===== src/modulation_defines.svh =====
`ifndef MODULATION_DEFINES_SVH
`define MODULATION_DEFINES_SVH

// --------------------
// Array geometry
// --------------------

// Transducers driven per frame.
`define NUM_TRANS 249

// Independent modulation waveforms held in memory.
`define NUM_SEGMENT 2

// Samples per segment are 2**MOD_IDX_W.
`define MOD_IDX_W 15

// --------------------
// Host bus
// --------------------

`define WB_ADR_W 17
`define WB_DAT_W 32

`endif


===== src/modulation_pkg.sv =====
`default_nettype none

`include "modulation_defines.svh"

package modulation_pkg;

  // --------------------
  // Drive stream payloads
  // --------------------

  typedef logic [7:0] intensity_t;
  typedef logic [7:0] phase_t;

  // --------------------
  // Modulation memory
  // --------------------

  typedef logic [7:0] mod_value_t;
  typedef logic [`MOD_IDX_W-1:0] mod_idx_t;

  // --------------------
  // Register window
  // --------------------

  // Word offsets used when address bit 16 is set.
  typedef enum logic [1:0] {
    REG_CTRL   = 2'd0, // Bit 0 is the segment, bit 1 is stop.
    REG_CYCLE0 = 2'd1, // Last index of segment 0.
    REG_CYCLE1 = 2'd2  // Last index of segment 1.
  } mod_ctrl_reg_e;

endpackage

`default_nettype wire


===== src/delay_fifo.sv =====
`timescale 1ns/1ps
`default_nettype none

// Fixed latency shift line. Any payload type can be carried.
module delay_fifo #(
  parameter int DEPTH = 3,
  parameter type T = logic [7:0]
) (
  input  logic CLK,
  input  T     din,
  output T     dout
);

  T stage [DEPTH];

  always_ff @(posedge CLK) begin
    stage[0] <= din;
    for (int i = 1; i < DEPTH; i++) begin
      stage[i] <= stage[i-1];
    end
  end

  assign dout = stage[DEPTH-1]; // Oldest entry leaves after DEPTH edges.

endmodule

`default_nettype wire


===== src/mult_8x9.sv =====
`timescale 1ns/1ps
`default_nettype none

// Unsigned 8 by 9 multiply. Input and product registers map onto the
// A/B and P registers of a DSP slice.
module mult_8x9 (
  input  logic        CLK,
  input  logic [7:0]  a,
  input  logic [8:0]  b,
  output logic [16:0] p
);

  logic [7:0]  a_q;
  logic [8:0]  b_q;
  logic [16:0] p_q;

  // --------------------
  // Stage 1
  // --------------------
  always_ff @(posedge CLK) begin
    a_q <= a;
    b_q <= b;
  end

  // --------------------
  // Stage 2
  // --------------------
  always_ff @(posedge CLK) begin
    p_q <= a_q * b_q; // Full 17 bit product.
  end

  assign p = p_q;

endmodule

`default_nettype wire


===== src/modulation_multiplier.sv =====
`timescale 1ns/1ps
`default_nettype none

`include "modulation_defines.svh"

// Frame sequencer. Fetches one modulation sample per frame and scales the
// intensity burst by it, keeping the phase aligned.
module modulation_multiplier import modulation_pkg::*; #(
  parameter int DEPTH = `NUM_TRANS
) (
  input  logic       CLK,
  input  logic       rst,
  input  logic       din_valid,
  input  intensity_t intensity_in,
  input  phase_t     phase_in,
  input  mod_idx_t   mod_idx [`NUM_SEGMENT],
  input  logic       segment,
  input  logic       stop,
  output mod_idx_t   rd_idx,
  output logic       rd_segment,
  input  mod_value_t rd_value,
  output intensity_t intensity_out,
  output phase_t     phase_out,
  output logic       dout_valid
);

  localparam int CntW = $clog2(DEPTH);

  typedef enum logic [2:0] {
    IDLE,
    WAIT_MOD_LOAD_0,
    WAIT_MOD_LOAD_1,
    WAIT_MUL_0,
    WAIT_MUL_1,
    RUN
  } state_t;

  state_t          state;
  logic [CntW-1:0] cnt_q;
  mod_idx_t        idx_q;
  logic            seg_q;
  logic            valid_q;

  intensity_t  intensity_dly;
  logic [8:0]  mod_plus1;
  logic [16:0] p;

  // --------------------
  // Datapath
  // --------------------
  delay_fifo #(
    .DEPTH(3),
    .T    (intensity_t)
  ) delay_fifo_intensity (
    .CLK (CLK),
    .din (intensity_in),
    .dout(intensity_dly)
  );

  // Phase skips the multiplier, so it needs two extra stages.
  delay_fifo #(
    .DEPTH(5),
    .T    (phase_t)
  ) delay_fifo_phase (
    .CLK (CLK),
    .din (phase_in),
    .dout(phase_out)
  );

  assign mod_plus1 = {1'b0, rd_value} + 9'd1; // 255 gives a gain of exactly one.

  mult_8x9 mult (
    .CLK(CLK),
    .a  (intensity_dly),
    .b  (mod_plus1),
    .p  (p)
  );

  assign intensity_out = p[15:8];

  // --------------------
  // Sequencer
  // --------------------
  always_ff @(posedge CLK) begin
    if (rst) begin
      state   <= IDLE;
      cnt_q   <= '0;
      idx_q   <= '0;
      seg_q   <= 1'b0;
      valid_q <= 1'b0;
    end else begin
      case (state)
        IDLE: begin
          valid_q <= 1'b0;
          if (din_valid) begin
            if (!stop) begin // While stopped the old sample is read again.
              idx_q <= mod_idx[segment];
              seg_q <= segment;
            end
            state <= WAIT_MOD_LOAD_0;
          end
        end
        WAIT_MOD_LOAD_0: state <= WAIT_MOD_LOAD_1;
        WAIT_MOD_LOAD_1: state <= WAIT_MUL_0;
        WAIT_MUL_0:      state <= WAIT_MUL_1;
        WAIT_MUL_1: begin
          cnt_q <= '0;
          state <= RUN;
        end
        RUN: begin
          valid_q <= 1'b1;
          cnt_q   <= cnt_q + 1'b1;
          if (cnt_q == CntW'(DEPTH - 1)) begin
            state <= IDLE;
          end
        end
        default: state <= IDLE;
      endcase
    end
  end

  assign rd_idx     = idx_q;
  assign rd_segment = seg_q;
  assign dout_valid = valid_q;

  // The sender must leave enough gap for the previous burst to drain.
  a_frame_gap : assert property (
    @(posedge CLK) disable iff (rst) din_valid |-> state == IDLE && !valid_q
  );

endmodule

`default_nettype wire


===== config.mk =====
export PLATFORM = sky130hd
export DESIGN_NAME = modulation_multiplier
export DESIGN_NICKNAME = d
export VERILOG_FILES = /design/src/modulation_pkg.sv /design/src/delay_fifo.sv /design/src/mult_8x9.sv /design/src/modulation_multiplier.sv
export VERILOG_INCLUDE_DIRS = /design/src /design/src/src
export SDC_FILE = /design/constraint.sdc
export NUM_CORES = 1
export LEC_CHECK = 0
export BUFFER_PORTS_ARGS = -buffer_cell sky130_fd_sc_hd__buf_2
export CORE_MARGIN = 5
export CORE_UTILIZATION = 38
export CTS_BUF_LIST = sky130_fd_sc_hd__clkbuf_4 sky130_fd_sc_hd__clkbuf_8 sky130_fd_sc_hd__clkbuf_16
export DETAILED_ROUTE_END_ITERATION = 10
export SYNTH_ARGS = -nofsm -noshare
export SYNTH_HDL_FRONTEND = slang
export SYNTH_SLANG_ARGS = --single-unit

===== constraint.sdc =====
create_clock -name CLK -period 6 [get_ports CLK]
set_clock_uncertainty 0.1 [all_clocks]
set_input_delay 0.6 -clock CLK [delete_from_list [all_inputs] [get_ports CLK]]
set_output_delay 0.6 -clock CLK [all_outputs]
set_load 0.1 [all_outputs]

==> reports/metrics.csv <==
stage;metric;value;unit
worst_setup_path;crit_start;mult.a_q[5];
worst_setup_path;rr_worst_depth;13;
yosys;syn-cell-area;5400;µm²
drt;ant_nets;0;
sta;tns;0;ns
worst_hold_path;worstHoldStart;intensity_in[6];
clock_tree;ctsHoldBuffers;0;
worst_setup_path;cp_data_arrival_time;4.57;ns
yosys;synth_cells;506;
worst_setup_path;max_stage_delay;0.54;ns
worst_setup_path;cp_slowest_cell;fa_1;
final_layout;drive_gt1_share;21.0;%
clock_tree;cts_tree;yes;
clock_tree;clk_latency;0.40;ns
clock_tree;ctsResizeCount;0;
worst_setup_path;r2r_start;mult.a_q[5];
drt;drt-initial-drc-count;172;
power;p_sw;1.11;mW
yosys;synth.avg_cell_area;10.7;µm²
final_layout;syn2layout_area_growth;22.4;%
yosys;netlist-cell-type-count;46;
floorplan;die_x;129;µm
yosys;synth_top_area_share;43.4;%
final_layout;diodes;0;
yosys;yosys_most_used_dff;dfxtp_1;
power;sequentialPowerShare;30.4;%
clock_tree;numCtsBuffers;17;
sta;slew_headroom;62.2;%
sta;setup_viol;0;
drt;drtPass1Iterations;4;
power;swShare;37.8;%
global_route;antenna_found_initial;0;
sta;tightest_slew;0.567;ns
clock_tree;htreeDepth;4;
yosys;yosys-top-cells-area;dfxtp_1 43%, fa_1 15%, ha_1 8.1%, and2_1 6.1%, inv_1 4.5%;
floorplan;core-area;13900;µm²
worst_setup_path;r2r-end;mult.p[15];
worst_setup_path;worst-path-max-fanout;9;
worst_hold_path;hp-class;in2reg;
place;gp_congestion;0.891;
sta;timing.fmax;228;MHz
sta;fin_hold_ws;0.194;ns
global_route;grt_overflow;0;
drt;drc;0;
sta;hold_violations;0;
drt;num_vias;3686;
drt;routed_wl;9870;µm
worst_setup_path;startpoint_type;flip-flop;
place;hpwl;7870;µm
floorplan;fp.dieH;129;µm
clock_tree;clk_path_buf_depth;2;
yosys;yosysWarningCount;0;
yosys;yosys_register_bits;117;
yosys;yosysTopAreaCell;dfxtp_1;
global_route;grt_usage;13.2;%
floorplan;rows;43;
power;p_clk_share;32.6;%
worst_hold_path;whs_endpoint;delay_fifo_intensity.stage[0][6];
floorplan;io_pins;92;
yosys;synth_fp_nets;640;
worst_hold_path;whs_path_depth;1;
clock_tree;cts_setup_buffers;0;
clock_tree;cts_root_buffer;clkbuf_16;
floorplan;die_area;16700;µm²
sta;min_period;4.39;ns
worst_setup_path;cp-end-kind;flip-flop;
final_layout;fill_cells;1286;
global_route;grt_pass1_vias;3941;
status;status;finished, final reports clean;
floorplan;start_util;38.8;%
power;p_int;1.83;mW
power;powerDensity;445;nW/µm²
flow_run;maxCapViolations;0;
drt;avgRoutedWirePerCell;12.4;µm
place;io_buffer_count;91;
yosys;synth_edf_count;0;
clock_tree;clk_pin_slew;0.05;ns
global_route;grt_first_pass_wirelength;17500;µm
sta;slew_viol_final;0;
worst_setup_path;critical_path_class;reg2reg;
power;p_leak;3.15;nW
clock_tree;clock-sinks;117;
worst_setup_path;cpMostUsedCell;fa_1;
power;p_comb_share;37.0;%
yosys;yosysMostFrequentCell;dfxtp_1;
yosys;synth-seq-area-share;43.4;%
final_layout;nets;740;
yosys;ys_top_cells_by_count;117 x dfxtp_1, 65 x inv_1, 53 x and2_1;
worst_setup_path;crit_chain;and2_1, fa_1, fa_1, fa_1, inv_1, fa_1, inv_1, ha_1, a21o_1, a221oi_1, o21a_2, a311oi_2, xnor2_1;
global_route;grt_max_degree;32;
worst_setup_path;worstPathRequired;6.19;ns
sta;rsz0062_at_grt;no;
worst_setup_path;r2r_slack;1.61;ns
yosys;synthArstFlopShare;0;%
sta;timing.final.crit_share;73.1;%
drt;viasPerCell;4.62;
power;ir_drop;0.199;mV
## layout make-up
class / instances / area [µm²] / area share [%]
clock buffer: 19 / 447 / 6.76
sequential: 117 / 2340 / 35.4
clock inverter: 12 / 130 / 1.97
tap: 180 / 225 / 3.41
multi-input combinational: 314 / 2770 / 41.9
timing repair buffer: 91 / 455 / 6.89
inverter: 65 / 244 / 3.69
## cells in the final DEF, fill, tap and decap left out, drive strengths merged, types with 2 or more instances in the layout
cell / n
xnor2: 13
clkinv: 3
and2: 53
and3: 3
inv: 67
or3: 2
ha: 35
dfxtp: 117
and4: 2
clkbuf: 19
a21o: 7
nand3: 7
buf: 91
a31oi: 3
o21ai: 8
mux2i: 17
a211o: 2
nand4: 5
xor2: 3
clkinvlp: 5
fa: 40
nand2: 29
nor2: 31
nand2b: 2
a21oi: 10
a22oi: 2
bufinv: 2
a211oi: 16
nor3: 6
## worst max-delay path, delay by kind of cell, from the launching register on
family | cells | cell delay, ns
fa+ha+maj | 5 | 2.37
compound gates | 4 | 0.92
flops | 1 | 0.45
simple gates | 1 | 0.19
xor+xnor | 1 | 0.13
buf+inv | 2 | 0.09
## per-stage QoR
stage,utilization [%],setup slack (ns),power [mW],std cells,cell area [µm²]
final,47.4,1.61,2.94,798,6610
after global routing,47.4,1.36,3.14,798,6610
after CTS,47.4,1.60,2.98,798,6610
after detailed placement,43.3,1.61,2.00,767,6030
after global placement,43.3,1.68,1.99,767,6030
after floorplan,-,1.87,1.81,506,5400
## logic make-up (layout without fill, tap and decap cells)
group           Yosys count  after routing  synth area share [%]
flops                   117            117                  43.4
xor+xnor                 16             16                  2.60
simple gates            148            148                  15.0
buf+inv                  75            187                  5.38
fa+ha+maj                75             75                  22.9
compound gates           58             58                  7.60
mux                      17             17                  3.15
## worst max-delay path by stage
stage                 endpoint  cells after the start
floorplan           mult.p[15]                     13
global placement    mult.p[15]                     13
detailed placement  mult.p[15]                     13
CTS                 mult.p[15]                     13
global route        mult.p[15]                     13
finish              mult.p[15]                     13
## registers in the layout, indices dropped and copies added (netlist names)
signal                      cells
delay_fifo_phase.stage         40
state                           3
cnt_q                           8
mult.b_q                        9
rd_segment                      1
rd_idx                         15
mult.p                          8
dout_valid                      1
mult.a_q                        8
delay_fifo_intensity.stage     24
## per-layer routing
layer | track usage (%) | share of wire (%) | wire, µm | vias to the layer above
met1 | 15.0 | 42 | 4100 | 1720
met5 | 0 | 0 | 0 | -
li1 | - | - | - | 1854
met2 | 22.3 | 49 | 4840 | 98
met4 | 4.94 | 1.6 | 154 | 0
met3 | 5.56 | 7.8 | 769 | 14
## power by group through the flow
stage / logic [mW] / registers, mW / clock network [mW]
after floorplan: 0.619 / 1.19 / 0
after global placement: 1.08 / 0.907 / 0
after detailed placement: 1.09 / 0.909 / 0
after CTS: 1.10 / 0.894 / 0.988
after global routing: 1.22 / 0.904 / 1.02
final: 1.09 / 0.893 / 0.960
No activity file was read; power rests on OpenSTA's default activity.
