[src/modulation_defines.svh]
`ifndef MODULATION_DEFINES_SVH
`define MODULATION_DEFINES_SVH

// --------------------
// Array geometry
// --------------------

// Transducers driven per frame.
`define NUM_TRANS 249

// Independent modulation waveforms held in memory.
`define NUM_SEGMENT 2

// Samples per segment are 2**MOD_IDX_W.
`define MOD_IDX_W 15

// --------------------
// Host bus
// --------------------

`define WB_ADR_W 17
`define WB_DAT_W 32

`endif

[src/modulation_pkg.sv]
`default_nettype none

`include "modulation_defines.svh"

package modulation_pkg;

  // --------------------
  // Drive stream payloads
  // --------------------

  typedef logic [7:0] intensity_t;
  typedef logic [7:0] phase_t;

  // --------------------
  // Modulation memory
  // --------------------

  typedef logic [7:0] mod_value_t;
  typedef logic [`MOD_IDX_W-1:0] mod_idx_t;

  // --------------------
  // Register window
  // --------------------

  // Word offsets used when address bit 16 is set.
  typedef enum logic [1:0] {
    REG_CTRL   = 2'd0, // Bit 0 is the segment, bit 1 is stop.
    REG_CYCLE0 = 2'd1, // Last index of segment 0.
    REG_CYCLE1 = 2'd2  // Last index of segment 1.
  } mod_ctrl_reg_e;

endpackage

`default_nettype wire

[src/modulation_ctrl.sv]
`timescale 1ns/1ps
`default_nettype none

`include "modulation_defines.svh"

// Host slave: address decode, control and cycle registers, and the
// per-segment frame index counters.
module modulation_ctrl import modulation_pkg::*; (
  input  logic                 CLK,
  input  logic                 rst,
  input  logic                 cyc,
  input  logic                 stb,
  input  logic                 we,
  input  logic [`WB_ADR_W-1:0] adr,
  input  logic [`WB_DAT_W-1:0] dat_w,
  output logic [`WB_DAT_W-1:0] dat_r,
  output logic                 ack,
  output logic                 mem_we,
  output logic                 mem_segment,
  output mod_idx_t             mem_addr,
  output mod_value_t           mem_data,
  input  logic                 din_valid,
  output mod_idx_t             mod_idx [`NUM_SEGMENT],
  output logic                 segment,
  output logic                 stop
);

  logic                    accept;
  logic                    reg_sel;
  logic                    reg_hit;
  logic                    reg_wr;
  mod_ctrl_reg_e           reg_off;
  logic [`NUM_SEGMENT-1:0] cycle_wr;
  logic [`WB_DAT_W-1:0]    rd_word;

  logic [1:0] ctrl_q;
  mod_idx_t   cycle_q [`NUM_SEGMENT];
  mod_idx_t   cnt_q   [`NUM_SEGMENT];

  // --------------------
  // Decode
  // --------------------
  assign accept  = cyc & stb & ~ack; // The ack cycle never starts a new transfer.
  assign reg_sel = adr[`WB_ADR_W-1];
  assign reg_hit = reg_sel & (adr[`WB_ADR_W-2:2] == '0);
  assign reg_off = mod_ctrl_reg_e'(adr[1:0]);
  assign reg_wr  = accept & we & reg_hit;

  always_comb begin
    for (int i = 0; i < `NUM_SEGMENT; i++) begin
      cycle_wr[i] = reg_wr && (int'(reg_off) == int'(REG_CYCLE0) + i);
    end
  end

  // Memory window writes go straight through in the accept cycle.
  assign mem_we      = accept & we & ~reg_sel;
  assign mem_segment = adr[`MOD_IDX_W];
  assign mem_addr    = adr[`MOD_IDX_W-1:0];
  assign mem_data    = dat_w[7:0];

  // --------------------
  // Registers and counters
  // --------------------
  always_ff @(posedge CLK) begin
    if (rst) begin
      ack    <= 1'b0;
      ctrl_q <= '0;
      for (int i = 0; i < `NUM_SEGMENT; i++) begin
        cycle_q[i] <= '0;
        cnt_q[i]   <= '0;
      end
    end else begin
      ack <= accept;
      if (reg_wr && reg_off == REG_CTRL) begin
        ctrl_q <= dat_w[1:0];
      end
      for (int i = 0; i < `NUM_SEGMENT; i++) begin
        if (cycle_wr[i]) begin
          cycle_q[i] <= dat_w[`MOD_IDX_W-1:0];
          cnt_q[i]   <= '0; // A new cycle length restarts the waveform.
        end else if (din_valid) begin
          cnt_q[i] <= (cnt_q[i] == cycle_q[i]) ? '0 : cnt_q[i] + 1'b1;
        end
      end
    end
  end

  // Memory reads are not supported and return zero.
  always_comb begin
    rd_word = '0;
    if (reg_hit) begin
      case (reg_off)
        REG_CTRL:   rd_word[1:0] = ctrl_q;
        REG_CYCLE0: rd_word[`MOD_IDX_W-1:0] = cycle_q[0];
        REG_CYCLE1: rd_word[`MOD_IDX_W-1:0] = cycle_q[1];
        default:    rd_word = '0;
      endcase
    end
  end

  always_ff @(posedge CLK) begin
    if (accept) begin
      dat_r <= rd_word;
    end
  end

  assign mod_idx = cnt_q;
  assign segment = ctrl_q[0];
  assign stop    = ctrl_q[1];

  // The host holds its request until it has seen ack.
  a_ack_within_request : assert property (
    @(posedge CLK) disable iff (rst) ack |-> cyc && stb
  );

endmodule

`default_nettype wire

[config.mk]
export PLATFORM = sky130hd
export DESIGN_NAME = modulation_ctrl
export DESIGN_NICKNAME = d
export VERILOG_FILES = /design/src/modulation_pkg.sv /design/src/modulation_ctrl.sv
export VERILOG_INCLUDE_DIRS = /design/src /design/src/src
export SDC_FILE = /design/constraint.sdc
export NUM_CORES = 1
export LEC_CHECK = 0
export ABC_AREA = 1
export BUFFER_PORTS_ARGS = -buffer_cell sky130_fd_sc_hd__buf_4
export CAP_MARGIN = 10
export CORE_AREA = 10 10 103 105
export CTS_CLUSTER_SIZE = 28
export DETAILED_ROUTE_END_ITERATION = 12
export DIE_AREA = 0 0 113 115
export GPL_ROUTABILITY_DRIVEN = 0
export GPL_TIMING_DRIVEN = 1
export PLACE_DENSITY_LB_ADDON = 0.3
export SLEW_MARGIN = 20
export SYNTH_ARGS = -nofsm -noshare
export SYNTH_HDL_FRONTEND = slang
export SYNTH_SLANG_ARGS = --single-unit
[constraint.sdc]
create_clock -name CLK -period 1.9 [get_ports CLK]
set_input_delay 0.38 -clock CLK [delete_from_list [all_inputs] [get_ports CLK]]
set_output_delay 0.38 -clock CLK [all_outputs]
set_load 0.1 [all_outputs]
==> results of run 1 <==
cells by family after synthesis:
| group | synth area share, % |
|---|---|
| fa+ha+maj | 1.77 |
| compound gates | 4.82 |
| other cells | 0.0886 |
| buf+inv | 14.6 |
| simple gates | 24.9 |
| flops | 47.5 |
| xor+xnor | 6.00 |
| mux | 0.237 |
registers in the layout, indices dropped and copies added (netlist names):
register  flops
dat_r        15
ctrl_q        2
ack           1
cycle_q      30
mod_idx      30
stage by stage:
stage	setup slack, ns	cells	power [mW]	hold WS [ns]	area (um^2)
3_3_place_gp	0.162	711	2.76	0.508	5010
3_5_place_dp	0.0947	711	2.77	0.515	5010
4_1_cts	0.141	727	3.87	0.206	5190
2_1_floorplan	0.0214	534	2.62	0.445	4330
6_report	0.161	727	3.85	0.216	5190
5_1_grt	0.0656	727	3.99	0.200	5190
final cells by class:
cell class	instances	area (um^2)
clock buffer	10	138
clock inverter	6	37.5
fill	720	3360
inverter	66	248
multi-input combinational	340	1670
sequential	78	2040
tap	108	135
timing repair buffer	119	918
synthesized netlist by cell type (5+ instances only):
master and number:
a21oi_1 14, buf_4 41, clkbuf_1 5, dfxtp_1 33, edfxtp_1 45, ha_1 6
inv_1 65, nand2_1 110, nand3_1 14, nand4_1 5, nor2_1 92, nor2_2 13
nor3_1 5, o21ai_0 19, xor2_1 25
placed cells by master (no fill, tap or decap), drive strengths merged, types with 3 or more instances in the layout:
| cell | count |
|---|---|
| nand4 | 5 |
| clkbuf | 10 |
| nand3 | 16 |
| buf | 119 |
| xor2 | 25 |
| nor3 | 5 |
| o21ai | 20 |
| dfxtp | 33 |
| conb | 17 |
| nand2 | 113 |
| clkinvlp | 3 |
| xnor2 | 4 |
| ha | 6 |
| nor2 | 108 |
| edfxtp | 45 |
| clkinv | 3 |
| inv | 66 |
| a21oi | 15 |
layer usage:
| layer | part of all wire (%) | global-route usage (%) |
|---|---|---|
| met3 | 11 | 6.56 |
| met1 | 39 | 18.9 |
| met5 | 0 | 0 |
| met2 | 49 | 28.4 |
| met4 | 1.7 | 6.01 |
power groups by stage:
| stage | clock, mW | sequential [mW] | combinational (mW) |
|---|---|---|---|
| after floorplan | 0 | 2.07 | 0.546 |
| after global placement | 0 | 1.90 | 0.857 |
| after detailed placement | 0 | 1.90 | 0.867 |
| after CTS | 1.14 | 1.86 | 0.868 |
| after global routing | 1.22 | 1.87 | 0.906 |
| final | 1.12 | 1.86 | 0.866 |
how the worst min path moves through the flow:
stage	to	depth (start not counted)	startpoint
final	ack	2	rst
after global routing	ack	2	rst
after CTS	ack	2	rst
after detailed placement	mod_idx[13]	2	mod_idx[13]
after global placement	mod_idx[13]	2	mod_idx[13]
after floorplan	ack	1	rst
==> metrics list, run 1 <==
- For this run, design rule violations remaining after detail routing come to 0.
- Nature of the critical path startpoint: flop
* Netlist area before placement: 4230 um^2
- Count of max-cap constraint violations: 0
* Final critical delay including setup and external delays: 1.74 ns
* Mean area per synthesized cell: 8.17 um^2
- TritonCTS built the clock tree.
- At the worst endpoint, the required time is 1.52 ns.
- For this configuration, the core starts out at a cell density of 49.5%.
- Worst setup endpoint: mem_we
- The longest clock path from root to sink contains 2 buffers.
- Setup_tns: 0 ns
- Skew-Pair Late Insertion Delay: 0.35 ns
- Overflow left after global routing: 0
- The first global-routing pass estimated 17600 um of wire.
- Most common cell type on the critical path: buf_4
- The setup check on the worst reg-to-reg path leaves a slack of 0.33 ns.
- The floorplan has 34 rows.
* Number of H-tree levels: 3
- Core box area: 8550 um^2
* Count of pins over their slew limit: 0
- Nets: 675
- Walking the worst path, the cells encountered are inv_1 -> nand3_1 -> buf_4 -> nor3_4 -> buf_4.
- On the critical path the largest part of the delay comes from buffers and inverters.
- For this run, the top clock speed supported by timing is 575 MHz.
- The worst path uses 91.5% of the clock period.
* Total routing resource utilization after global routing: 16.8%
- Critical Path End Type: primary output
- The endpoint identified for the worst register-to-register timing path is cycle_q[0][18].
* Mapped Cells: 518
* Fraction of layout instances using a drive strength above 1: 29.9%
- For this run, asynchronously set or reset flops after synthesis account for 0%.
- At the worst endpoint, the arrival time is 1.36 ns.
- FF-to-FF path depth: 7
* Cts repair resizes: 0
- Combinational cells account for 22.5% of the total power.
- Synth warnings: 0
* Library cell contributing the largest single delay on the critical path: dfxtp_2
- The number of hold violations in the final report came to 0.
* P_int: 2.50 mW
- The clock network accounts for 29.2% of the total power.
- Horiz. Die Dim: 113 um
- For this run, the register share of the synthesized area comes to 47.5%.
- Initial drt markers: 288
* Part of the total power dissipated in sequential elements: 48.4%
- Via count of the first global-routing pass: 3590
- The critical path runs through a total of 5 cells.
- Clock edge transition at the registers on the reported setup and hold paths: 0.08 ns
- Summed over all instances, the cell type with the most area after synthesis is edfxtp_1.
- Switching portion of total power: 35.0%
- Die height: 115 um
- Layout Skew: 0.00980 ns
- Outcome: finished clean
- Relative to the synthesized area, the layout overhead comes to 22.6%.
- Remaining antenna violation count: 0
- Area enclosed by the die boundary: 13000 um^2
- After synthesis, the cell types taking the most area are edfxtp_1, dfxtp_1, nand2_1, nor2_1, buf_4.
- Drt pass-1 iters: 5
- Counting both buffers and inverters, the worst setup path holds a total of 3.
- Once the clock tree was built, the setup fixing pass inserted 0 buffers.
- After synthesis, the netlist uses 29 different library cells.
- Number of vias per cell after detailed routing: 4.89
* Maximum single-stage delay on the critical path: 0.32 ns
- During placement, the flow inserted port buffers numbering 110.
- The routed design has 10900 um of wire.
* Path category of the worst min-delay check: input pin to flop
- Synthesis inferred 78 register bits.
- Fraction of post-synthesis cell area in the top cell type by area: 31.9%
* N_diodes: 0
- Max FO, Critical Path: 3
* Critical Path Start: ack
- Vias: 3555
- Buffer type at the clock tree root: clkbuf_8
- R2r startpoint: ack
- Total half-perimeter wirelength after legalization and detailed placement: 8550 um
* Most common flop cell mapped by yosys: edfxtp_1
* Clock tree sinks: 78
- Dividing total power by cell area gives a power density of 742 nW/um^2.
- Average wire length per cell after detail routing: 15.0 um
* Unrepaired setup endpoints after global routing: false
- Setup violations remaining at the end of the flow were counted as 0.
- Post-CTS Hold Fix Bufs: 0
- Critical path class: flop to primary output
- For this design the static power due to leakage is 2.26 nW.
* Number of antenna violations at the first check in global routing: 0
* Clock buffers created by TritonCTS: 9
- Post-Route Utilization: 60.7%
- The synthesized design contains 45 enable-type register cells.
- Switching power: 1.35 mW
* I/O pin count: 145
- Worst vdd ir: 580 uV
- Pin count of the biggest net entering global routing: 16
No activity file was read; power rests on OpenSTA's default activity.
==> run 2: changes to the inputs <==
--- a/config.mk
+++ b/config.mk
@@ -6,13 +6,13 @@
 export SDC_FILE = /design/constraint.sdc
 export NUM_CORES = 1
 export LEC_CHECK = 0
-export ABC_AREA = 1
-export BUFFER_PORTS_ARGS = -buffer_cell sky130_fd_sc_hd__buf_4
+export ABC_AREA = 0
 export CAP_MARGIN = 10
-export CORE_AREA = 10 10 103 105
+export CORE_AREA = 10 10 90 92
 export CTS_CLUSTER_SIZE = 28
 export DETAILED_ROUTE_END_ITERATION = 12
-export DIE_AREA = 0 0 113 115
+export DIE_AREA = 0 0 100 102
+export DONT_BUFFER_PORTS = 1
 export GPL_ROUTABILITY_DRIVEN = 0
 export GPL_TIMING_DRIVEN = 1
 export PLACE_DENSITY_LB_ADDON = 0.3
==> run 2 against run 1 <==
  * Critical path depth stayed put
  * Critical path type unchanged
  * Count of clock-buffer cells in the layout is 1 lower
  * Largest power group unchanged
  * Highest routed layer unchanged
  * Fmax decreased by 4.9%
  * Clock skew about the same
  * Clock power is 23% higher
==> metrics list, run 2 <==
* Total half-perimeter wirelength after legalization and detailed placement: 7160 um (was 8550 um)
- Number of H-tree levels: 3 (unchanged)
- The total net switching power was 1.04 mW (was 1.35 mW).
- The count of different cell masters after synthesis is 35 (was 29).
* Number of antenna violations at the first check in global routing: 0 (unchanged)
- The beginning of the worst register-to-register path was cycle_q[0][27] (was ack).
- Clock Power Share: 37.2% (was 29.2%)
- Commonest non-fill, non-tap cells in the layout: nor2_1, buf_4, edfxtp_1 (was buf_4, nand2_1, nor2_1)
* Pin count of the biggest net entering global routing: 18 (was 16)
- The worst ir drop on vdd is 608 uV (was 580 uV).
- Global-route wire length before repair: 14700 um (was 17600 um)
- Critical path class: flop to primary output (unchanged)
- The signal arrival time at the worst endpoint came to 1.45 ns (was 1.36 ns).
- Count of max-cap constraint violations: 0 (unchanged)
- CTS tree: built (unchanged)
- Critical Path End Type: primary output (unchanged)
- The via count of the first global-routing pass was 2778 (was 3590).
- RR Endpoint: mod_idx[8] (was cycle_q[0][18])
* Post-CTS Hold Fix Bufs: 0 (unchanged)
- Drt pass-1 iters: 5 (unchanged)
- The first element of the critical path is ack (unchanged).
- The share of flip-flops with an asynchronous set or reset was 0% (unchanged).
* Clock tree sinks: 78 (unchanged)
* I/O Buffers: 0 (was 110)
- Netlist area before placement: 3930 um^2 (was 4230 um^2)
- Clock edge transition at the registers on the reported setup and hold paths: 0.08 ns (about the same)
- Cts repair resizes: 1 (was 0)
- The post-synthesis instance total came to 357 (was 518).
- The top cell type's share of synthesized area was 34.4% (was 31.9%).
- Combinational fraction of design power: 12.4% (was 22.5%)
- The most repeated cell in the gate-level netlist after synthesis is nor2_1 (was nand2_1).
- Initial core utilization: 62.6% (was 49.5%)
- Part of the total power dissipated in sequential elements: 50.4% (was 48.4%)
- The average via count per standard cell was 5.65 (was 4.89).
* P_int: 2.66 mW (was 2.50 mW)
- Transition time at the pin with the least slew margin: 0.540 ns
* Data required time at the worst endpoint: 1.52 ns (about the same)
* Total power divided by cell area: 835 nW/um^2 (was 742 nW/um^2)
- The capturing element of the worst setup path is mem_we (unchanged).
- The number of synthesized flops with an enable pin was 45 (unchanged).
* Path category of the worst min-delay check: input pin to flop (unchanged)
* Final critical delay including setup and external delays: 1.83 ns (was 1.74 ns)
- I/O pin count: 145 (unchanged)
* Routed wire length: 9340 um (was 10900 um)
* Synth warnings: 0 (unchanged)
* Layout Skew: 0.00997 ns (was 0.00980 ns)
- The width of the chip was 100 um (was 113 um).
- Most frequent standard cell in the layout excluding fill and tap cells: nor2_1 (was buf_4)
- The library cell with the largest summed area after synthesis is edfxtp_1 (unchanged).
* Setup violations, final: 0 (unchanged)
* Fraction of layout instances using a drive strength above 1: 33.4% (was 29.9%)
- The clock tree buffer depth came to 2 (unchanged).
- Top post-synthesis cells by area: edfxtp_1, dfxtp_1, xnor2_1, buf_4, nor2_1 (was edfxtp_1, dfxtp_1, nand2_1, nor2_1, buf_4)
- FF/Latch Area: 2050 um^2 (was 2040 um^2)
- Tcrit/Tclk final: 96.3% (was 91.5%)
* Headroom to the max-slew limit: 63.9%
- Vias: 2652 (was 3555)
- The final total power was 3.70 mW (was 3.85 mW).
* Nature of the critical path startpoint: flop (unchanged)
- The utilization after layout is 70.6% (was 60.7%).
- Cell types with the highest counts after synthesis: nor2_1, edfxtp_1, buf_4, xnor2_1, dfxtp_1 (was nand2_1, nor2_1, inv_1, edfxtp_1, buf_4)
- The height of the die was 102 um (was 115 um).
- Worst R2R Setup Slack: 0.18 ns (was 0.33 ns)
* Number of remaining DRC errors: 0 (unchanged)
- Remaining antenna violation count: 0 (unchanged)
- The number of diodes was 0 (unchanged).
- Skew-Pair Late Insertion Delay: 0.35 ns (about the same)
- The mean area per synthesized cell was 11.0 um^2 (was 8.17 um^2).
* Final Hold Viols: 0 (unchanged)
* Most common flop cell mapped by yosys: edfxtp_1 (unchanged)
- Post-CTS setup buffers: 0 (unchanged)
- Nets: 448 (was 675)
* Average wire length per cell after detail routing: 19.9 um (was 15.0 um)
* Initial drt markers: 241 (was 288)
- Total routing resource utilization after global routing: 18.4% (was 16.8%)
- The depth of the worst register-to-register path came to 5 (was 7).
- Clock buffers created by TritonCTS: 9 (unchanged)
* Sequential area share after synthesis: 51.2% (was 47.5%)
- Static Leak: 1.67 nW (was 2.26 nW)
* Row cnt: 29 (was 34)
* Area grow syn2layout: 12.8% (was 22.6%)
- The final-layout setup total negative slack is 0 ns (unchanged).
* Max FO, Critical Path: 3 (unchanged)
- Overflow left after global routing: 0 (unchanged)
- The switching share of power came to 28.1% (was 35.0%).
- The standard cell core area is 6280 um^2 (was 8550 um^2).
* Count of state elements after synthesis: 78 (unchanged)
- Buffer type at the clock tree root: clkbuf_8 (unchanged)
- The combined area of the multi-input logic cells came to 1580 um^2 (was 1670 um^2).
- The fmax is 547 MHz (was 575 MHz).
* Outcome: finished clean (unchanged)
- Area enclosed by the die boundary: 10200 um^2 (was 13000 um^2)
- Count of pins over their slew limit: 0 (unchanged)
- Unrepaired setup endpoints after global routing: false (unchanged)
- Number of fillers in the final layout: 446 (was 720)
[run 2: cell types whose count changed after synthesis, sizes merged, moves of 13 or more]
cell   change
nand2     -96
xnor2     +38
a22oi     +13
nor2      -51
o21ai     -20
and2      +15
inv       -63
a21oi     -15
[run 2: per-layer routing]
layer / up-vias / global-route usage [%] / share of wire [%]
li1: 1233 / - / -
met1: 1265 / 20.7 / 38
met2: 138 / 30.7 / 49
met3: 16 / 8.10 / 12
met4: 0 / 6.09 / 1.7
met5: - / 0 / 0
[run 2: logic make-up (layout without fill, tap and decap cells)]
logic type               Yosys count  count (layout)  share of synthesized area (%)
AND/OR/NAND/NOR                  134             134                           18.6
XOR/XNOR                          58              58                           12.9
buffers and inverters             57              76                           10.4
adder cells (fa/ha/maj)            6               6                           1.91
multiplexers                       4               4                           1.02
AO/OA/AOI/OAI                     19              19                           3.89
other                              1              17                         0.0955
flip-flops                        78              78                           51.2
[run 2: worst max-delay path, stage by stage, from the launching register on]
cell     delay (ns)
dfxtp_2        0.33
buf_6          0.18
nor2_4         0.11
nand2_1        0.14
nor2_4         0.15
buf_12         0.18
[run 2: worst min-delay path by stage]
stage | startpoint | end | slack (ns) | cells past startpoint
final | rst | ack | 0.08 | 1
after global routing | rst | ack | 0.06 | 1
after CTS | rst | ack | 0.07 | 1
after detailed placement | rst | ack | 0.46 | 1
after global placement | rst | ctrl_q[0] | 0.46 | 1
after floorplan | dat_w[0] | ctrl_q[0] | 0.53 | 2
[run 2: area by class of cell]
type	count	share of cell area [%]
flip-flops and latches	78	46.3
multi-input cells	238	35.7
repair buffers	57	10.6
clock buffers	9	2.80
clock inverters	7	2.17
well taps	77	2.17
inverters	3	0.254
[run 2: power groups by stage]
stage | logic [mW] | clock network [mW] | registers (mW)
2_1_floorplan | 0.540 | 0 | 2.01
3_3_place_gp | 0.453 | 0 | 1.90
3_5_place_dp | 0.457 | 0 | 1.90
4_1_cts | 0.459 | 1.40 | 1.87
5_1_grt | 0.480 | 1.45 | 1.87
6_report | 0.460 | 1.38 | 1.87
[run 2: metrics by stage]
| step | std cells | setup slack (ns) | hold slack, ns | instance area, um^2 |
|---|---|---|---|---|
| floorplan | 373 | -0.0554 | 0.527 | 4040 |
| global placement | 453 | 0.0685 | 0.456 | 4210 |
| detailed placement | 453 | 0.0483 | 0.457 | 4210 |
| CTS | 469 | 0.0554 | 0.0724 | 4430 |
| global route | 469 | 0.0139 | 0.0634 | 4430 |
| finish | 469 | 0.0712 | 0.0824 | 4430 |
==> run 3: changes to the inputs <==
--- a/config.mk
+++ b/config.mk
@@ -6,12 +6,12 @@
 export SDC_FILE = /design/constraint.sdc
 export NUM_CORES = 1
 export LEC_CHECK = 0
-export ABC_AREA = 0
+export ABC_AREA = 1
 export CAP_MARGIN = 10
-export CORE_AREA = 10 10 90 92
+export CORE_AREA = 10 10 93 95
 export CTS_CLUSTER_SIZE = 28
 export DETAILED_ROUTE_END_ITERATION = 12
-export DIE_AREA = 0 0 100 102
+export DIE_AREA = 0 0 103 105
 export DONT_BUFFER_PORTS = 1
 export GPL_ROUTABILITY_DRIVEN = 0
 export GPL_TIMING_DRIVEN = 1
==> run 3 against run 2 <==
  * Worst hold slack improved by 0.0086 ns
  * Die area rose by 6.0%
  * Sequential share of layout area fell by 3.3 points
  * Utilization fell by 0.30 points
  * Final area up 7.2%
  * Wire length is 9.7% higher
  * Register-to-register slack improved by 0.13 ns
  * Via count up 26%
  * Worst setup slack gained 0.16 ns
  * Largest cell class unchanged
==> metrics list, run 3 (synthesis gave the netlist of run 1 again) <==
* Outcome: finished clean (unchanged)
- The clock tree from TritonCTS was built (unchanged).
* Post-layout worst setup margin: 0.227 ns (was 0.0712 ns)
* Total half-perimeter wirelength after legalization and detailed placement: 7790 um (was 7160 um)
- The number of violations of the max-capacitance limit was 0 (unchanged).
- Number of vias per cell after detailed routing: 5.26 (was 5.65)
- The first-pass GRT wire length is 15700 um (was 14700 um).
* Switching portion of total power: 28.4% (was 28.1%)
- Setup_tns: 0 ns (unchanged)
* Total Power: 3.80 mW (was 3.70 mW)
* Maximum clock rate: 598 MHz (was 547 MHz)
* Tcrit/Tclk final: 88.1% (was 96.3%)
* Number of H-tree levels: 3 (unchanged)
* I/O pin count: 145 (unchanged)
* Placed cells: 620 (was 453)
- N_diodes: 0 (unchanged)
* Clock edge transition at the registers on the reported setup and hold paths: 0.07 ns (was 0.08 ns)
- Core box area: 6760 um^2 (was 6280 um^2)
- Pin count of the biggest net entering global routing: 16 (was 18)
- Post-DP Area: 4520 um^2 (was 4210 um^2)
- The post-CTS repair timing setup buffer count is 0 (unchanged).
- Initial drt markers: 223 (was 241)
- The startpoint kind of the worst setup timing path is a flop (unchanged).
- The share of total power in sequential cells is 49.0% (was 50.4%).
- The leftover overflow at the end of global routing is 0 (unchanged).
* Count of pins over their slew limit: 0 (unchanged)
* Vias: 3344 (was 2652)
* Switching power: 1.08 mW (was 1.04 mW)
- The maximum fanout along the worst path came to 3 (unchanged).
- Row cnt: 30 (was 29)
* Library cell contributing the largest single delay on the critical path: dfxtp_2 (unchanged)
* Area grow syn2layout: 12.2% (was 12.8%)
- The clock tree buffer depth came to 2 (unchanged).
- The via count of the first global-routing pass came to 3237 (was 2778).
- The width of the chip was 103 um (was 100 um).
- Nets: 612 (was 448)
- The utilization after layout is 70.3% (was 70.6%).
- Fraction of layout instances using a drive strength above 1: 21.6% (was 33.4%)
* Clock buffers created by TritonCTS: 9 (unchanged)
- Worst vdd ir: 491 uV (was 608 uV)
* Setup violations, final: 0 (unchanged)
* Number of fillers in the final layout: 519 (was 446)
- Most frequent standard cell in the layout excluding fill and tap cells: nand2_1 (was nor2_1)
* Clock tree sinks: 78 (unchanged)
- Die height: 105 um (was 102 um)
- The DRC violation count after routing was 0 (unchanged).
* Layout Skew: 0.00452 ns (was 0.00997 ns)
- Unrepaired setup endpoints after global routing: false (unchanged).
- Number of antenna violations at the first check in global routing: 0 (unchanged)
* Area enclosed by the die boundary: 10800 um^2 (was 10200 um^2)
- P_int: 2.72 mW (was 2.66 mW)
- The final design instance area without fill came to 4750 um^2 (was 4430 um^2).
* Maximum single-stage delay on the critical path: 0.32 ns (was 0.33 ns)
- The static leakage power is 1.99 nW (was 1.67 nW).
- The wire length reported by the detailed router came to 10300 um (was 9340 um).
* Post-route insts no fill: 636 (was 469)
- The overall fraction of global-route tracks in use came to 18.3% (was 18.4%).
- The number of hold violations in the final report came to 0 (unchanged).
- Initial core utilization: 62.6% (about the same)
- Drt pass-1 iters: 5 (unchanged)
- The time the worst path needs with I/O delays and setup is 1.67 ns (was 1.83 ns).
* FF/Latch Area: 2040 um^2 (was 2050 um^2)
* Data required time at the worst endpoint: 1.52 ns (about the same)
- Minimum setup slack after placement: 0.177 ns (was 0.0483 ns)
* Skew-Pair Late Insertion Delay: 0.34 ns (was 0.35 ns)
* Clock Power Share: 36.6% (was 37.2%)
* Critical path class: flop to primary output (unchanged)
- The first element of the critical path is ack (unchanged).
- The cell at the root of the clock tree is clkbuf_8 (unchanged).
- The start point of the worst hold path is rst (unchanged).
- The number of antenna-violating nets in the routed design is 0 (unchanged).
* Cts repair resizes: 0 (was 1)
- Combinational fraction of design power: 14.5% (was 12.4%)
* Area of the multi-input gates: 1670 um^2 (was 1580 um^2)
- Commonest non-fill, non-tap cells in the layout: nand2_1, nor2_1, inv_1 (was nor2_1, buf_4, edfxtp_1).
- R2r startpoint: mod_idx[0] (was cycle_q[0][27])
* Average wire length per cell after detail routing: 16.1 um (was 19.9 um)
* Critical Path End Type: primary output (unchanged)
* Arrival time at the worst endpoint: 1.29 ns (was 1.45 ns)
- I/O Buffers: 0 (unchanged)
* Worst hold margin: 0.0910 ns (was 0.0824 ns)
* Chain of cells forming the critical path: inv_1 -> nand3_1 -> buf_4 -> nor3_4 -> buf_12 (was buf_6 -> nor2_4 -> nand2_1 -> nor2_4 -> buf_12)
- Path category of the worst min-delay check: input pin to flop (unchanged)
* Post-CTS Hold Fix Bufs: 0 (unchanged)
* Total power divided by cell area: 801 nW/um^2 (was 835 nW/um^2)
## run 3: changes by cell type in the layout (fill, tap and decap cells not counted), moves of 9 or more
cell and change:
nor2_2 +12, a21oi_1 +14, xnor2_1 -38, xor2_1 +9, a22oi_1 -13, and2_2 -15, inv_1 +62, nand2_1 +94
nor2_1 +38, nand4_1 -11, o21ai_0 +19
## run 3: worst max-delay path: cells and delay by family (launching register included)
kind,cells,cell delay [ns]
buffers and inverters,3,0.40
AND/OR/NAND/NOR,2,0.23
flip-flops,1,0.32
## run 3: per-layer routing
layer,track usage [%],wire (um)
met1,21.4,4000
met2,31.0,4990
met4,8.65,311
met5,0,0
met3,3.49,949
## run 3: path summary, 6_finish.rpt
| kind | cells after the start | slack, ns | to |
|---|---|---|---|
| setup / recovery | 5 | 0.23 | mem_we |
| hold / removal | 1 | 0.09 | ack |
| setup reg to reg | 8 | 0.31 | mod_idx[14] |
| hold reg to reg | 2 | 0.56 | mod_idx[1] |
## run 3: area by class of cell
type / count / area share [%]
flip-flops and latches: 78 / 43.0
clock buffers: 14 / 4.11
repair buffers: 56 / 9.64
inverters: 66 / 5.22
clock inverters: 2 / 0.738
multi-input cells: 340 / 35.2
well taps: 80 / 2.11
## run 3: power groups by stage
stage	clock network (mW)	logic (mW)	registers, mW
floorplan	0	0.546	2.07
global placement	0	0.539	1.90
detailed placement	0	0.548	1.90
CTS	1.40	0.549	1.86
global route	1.46	0.579	1.87
finish	1.39	0.550	1.86
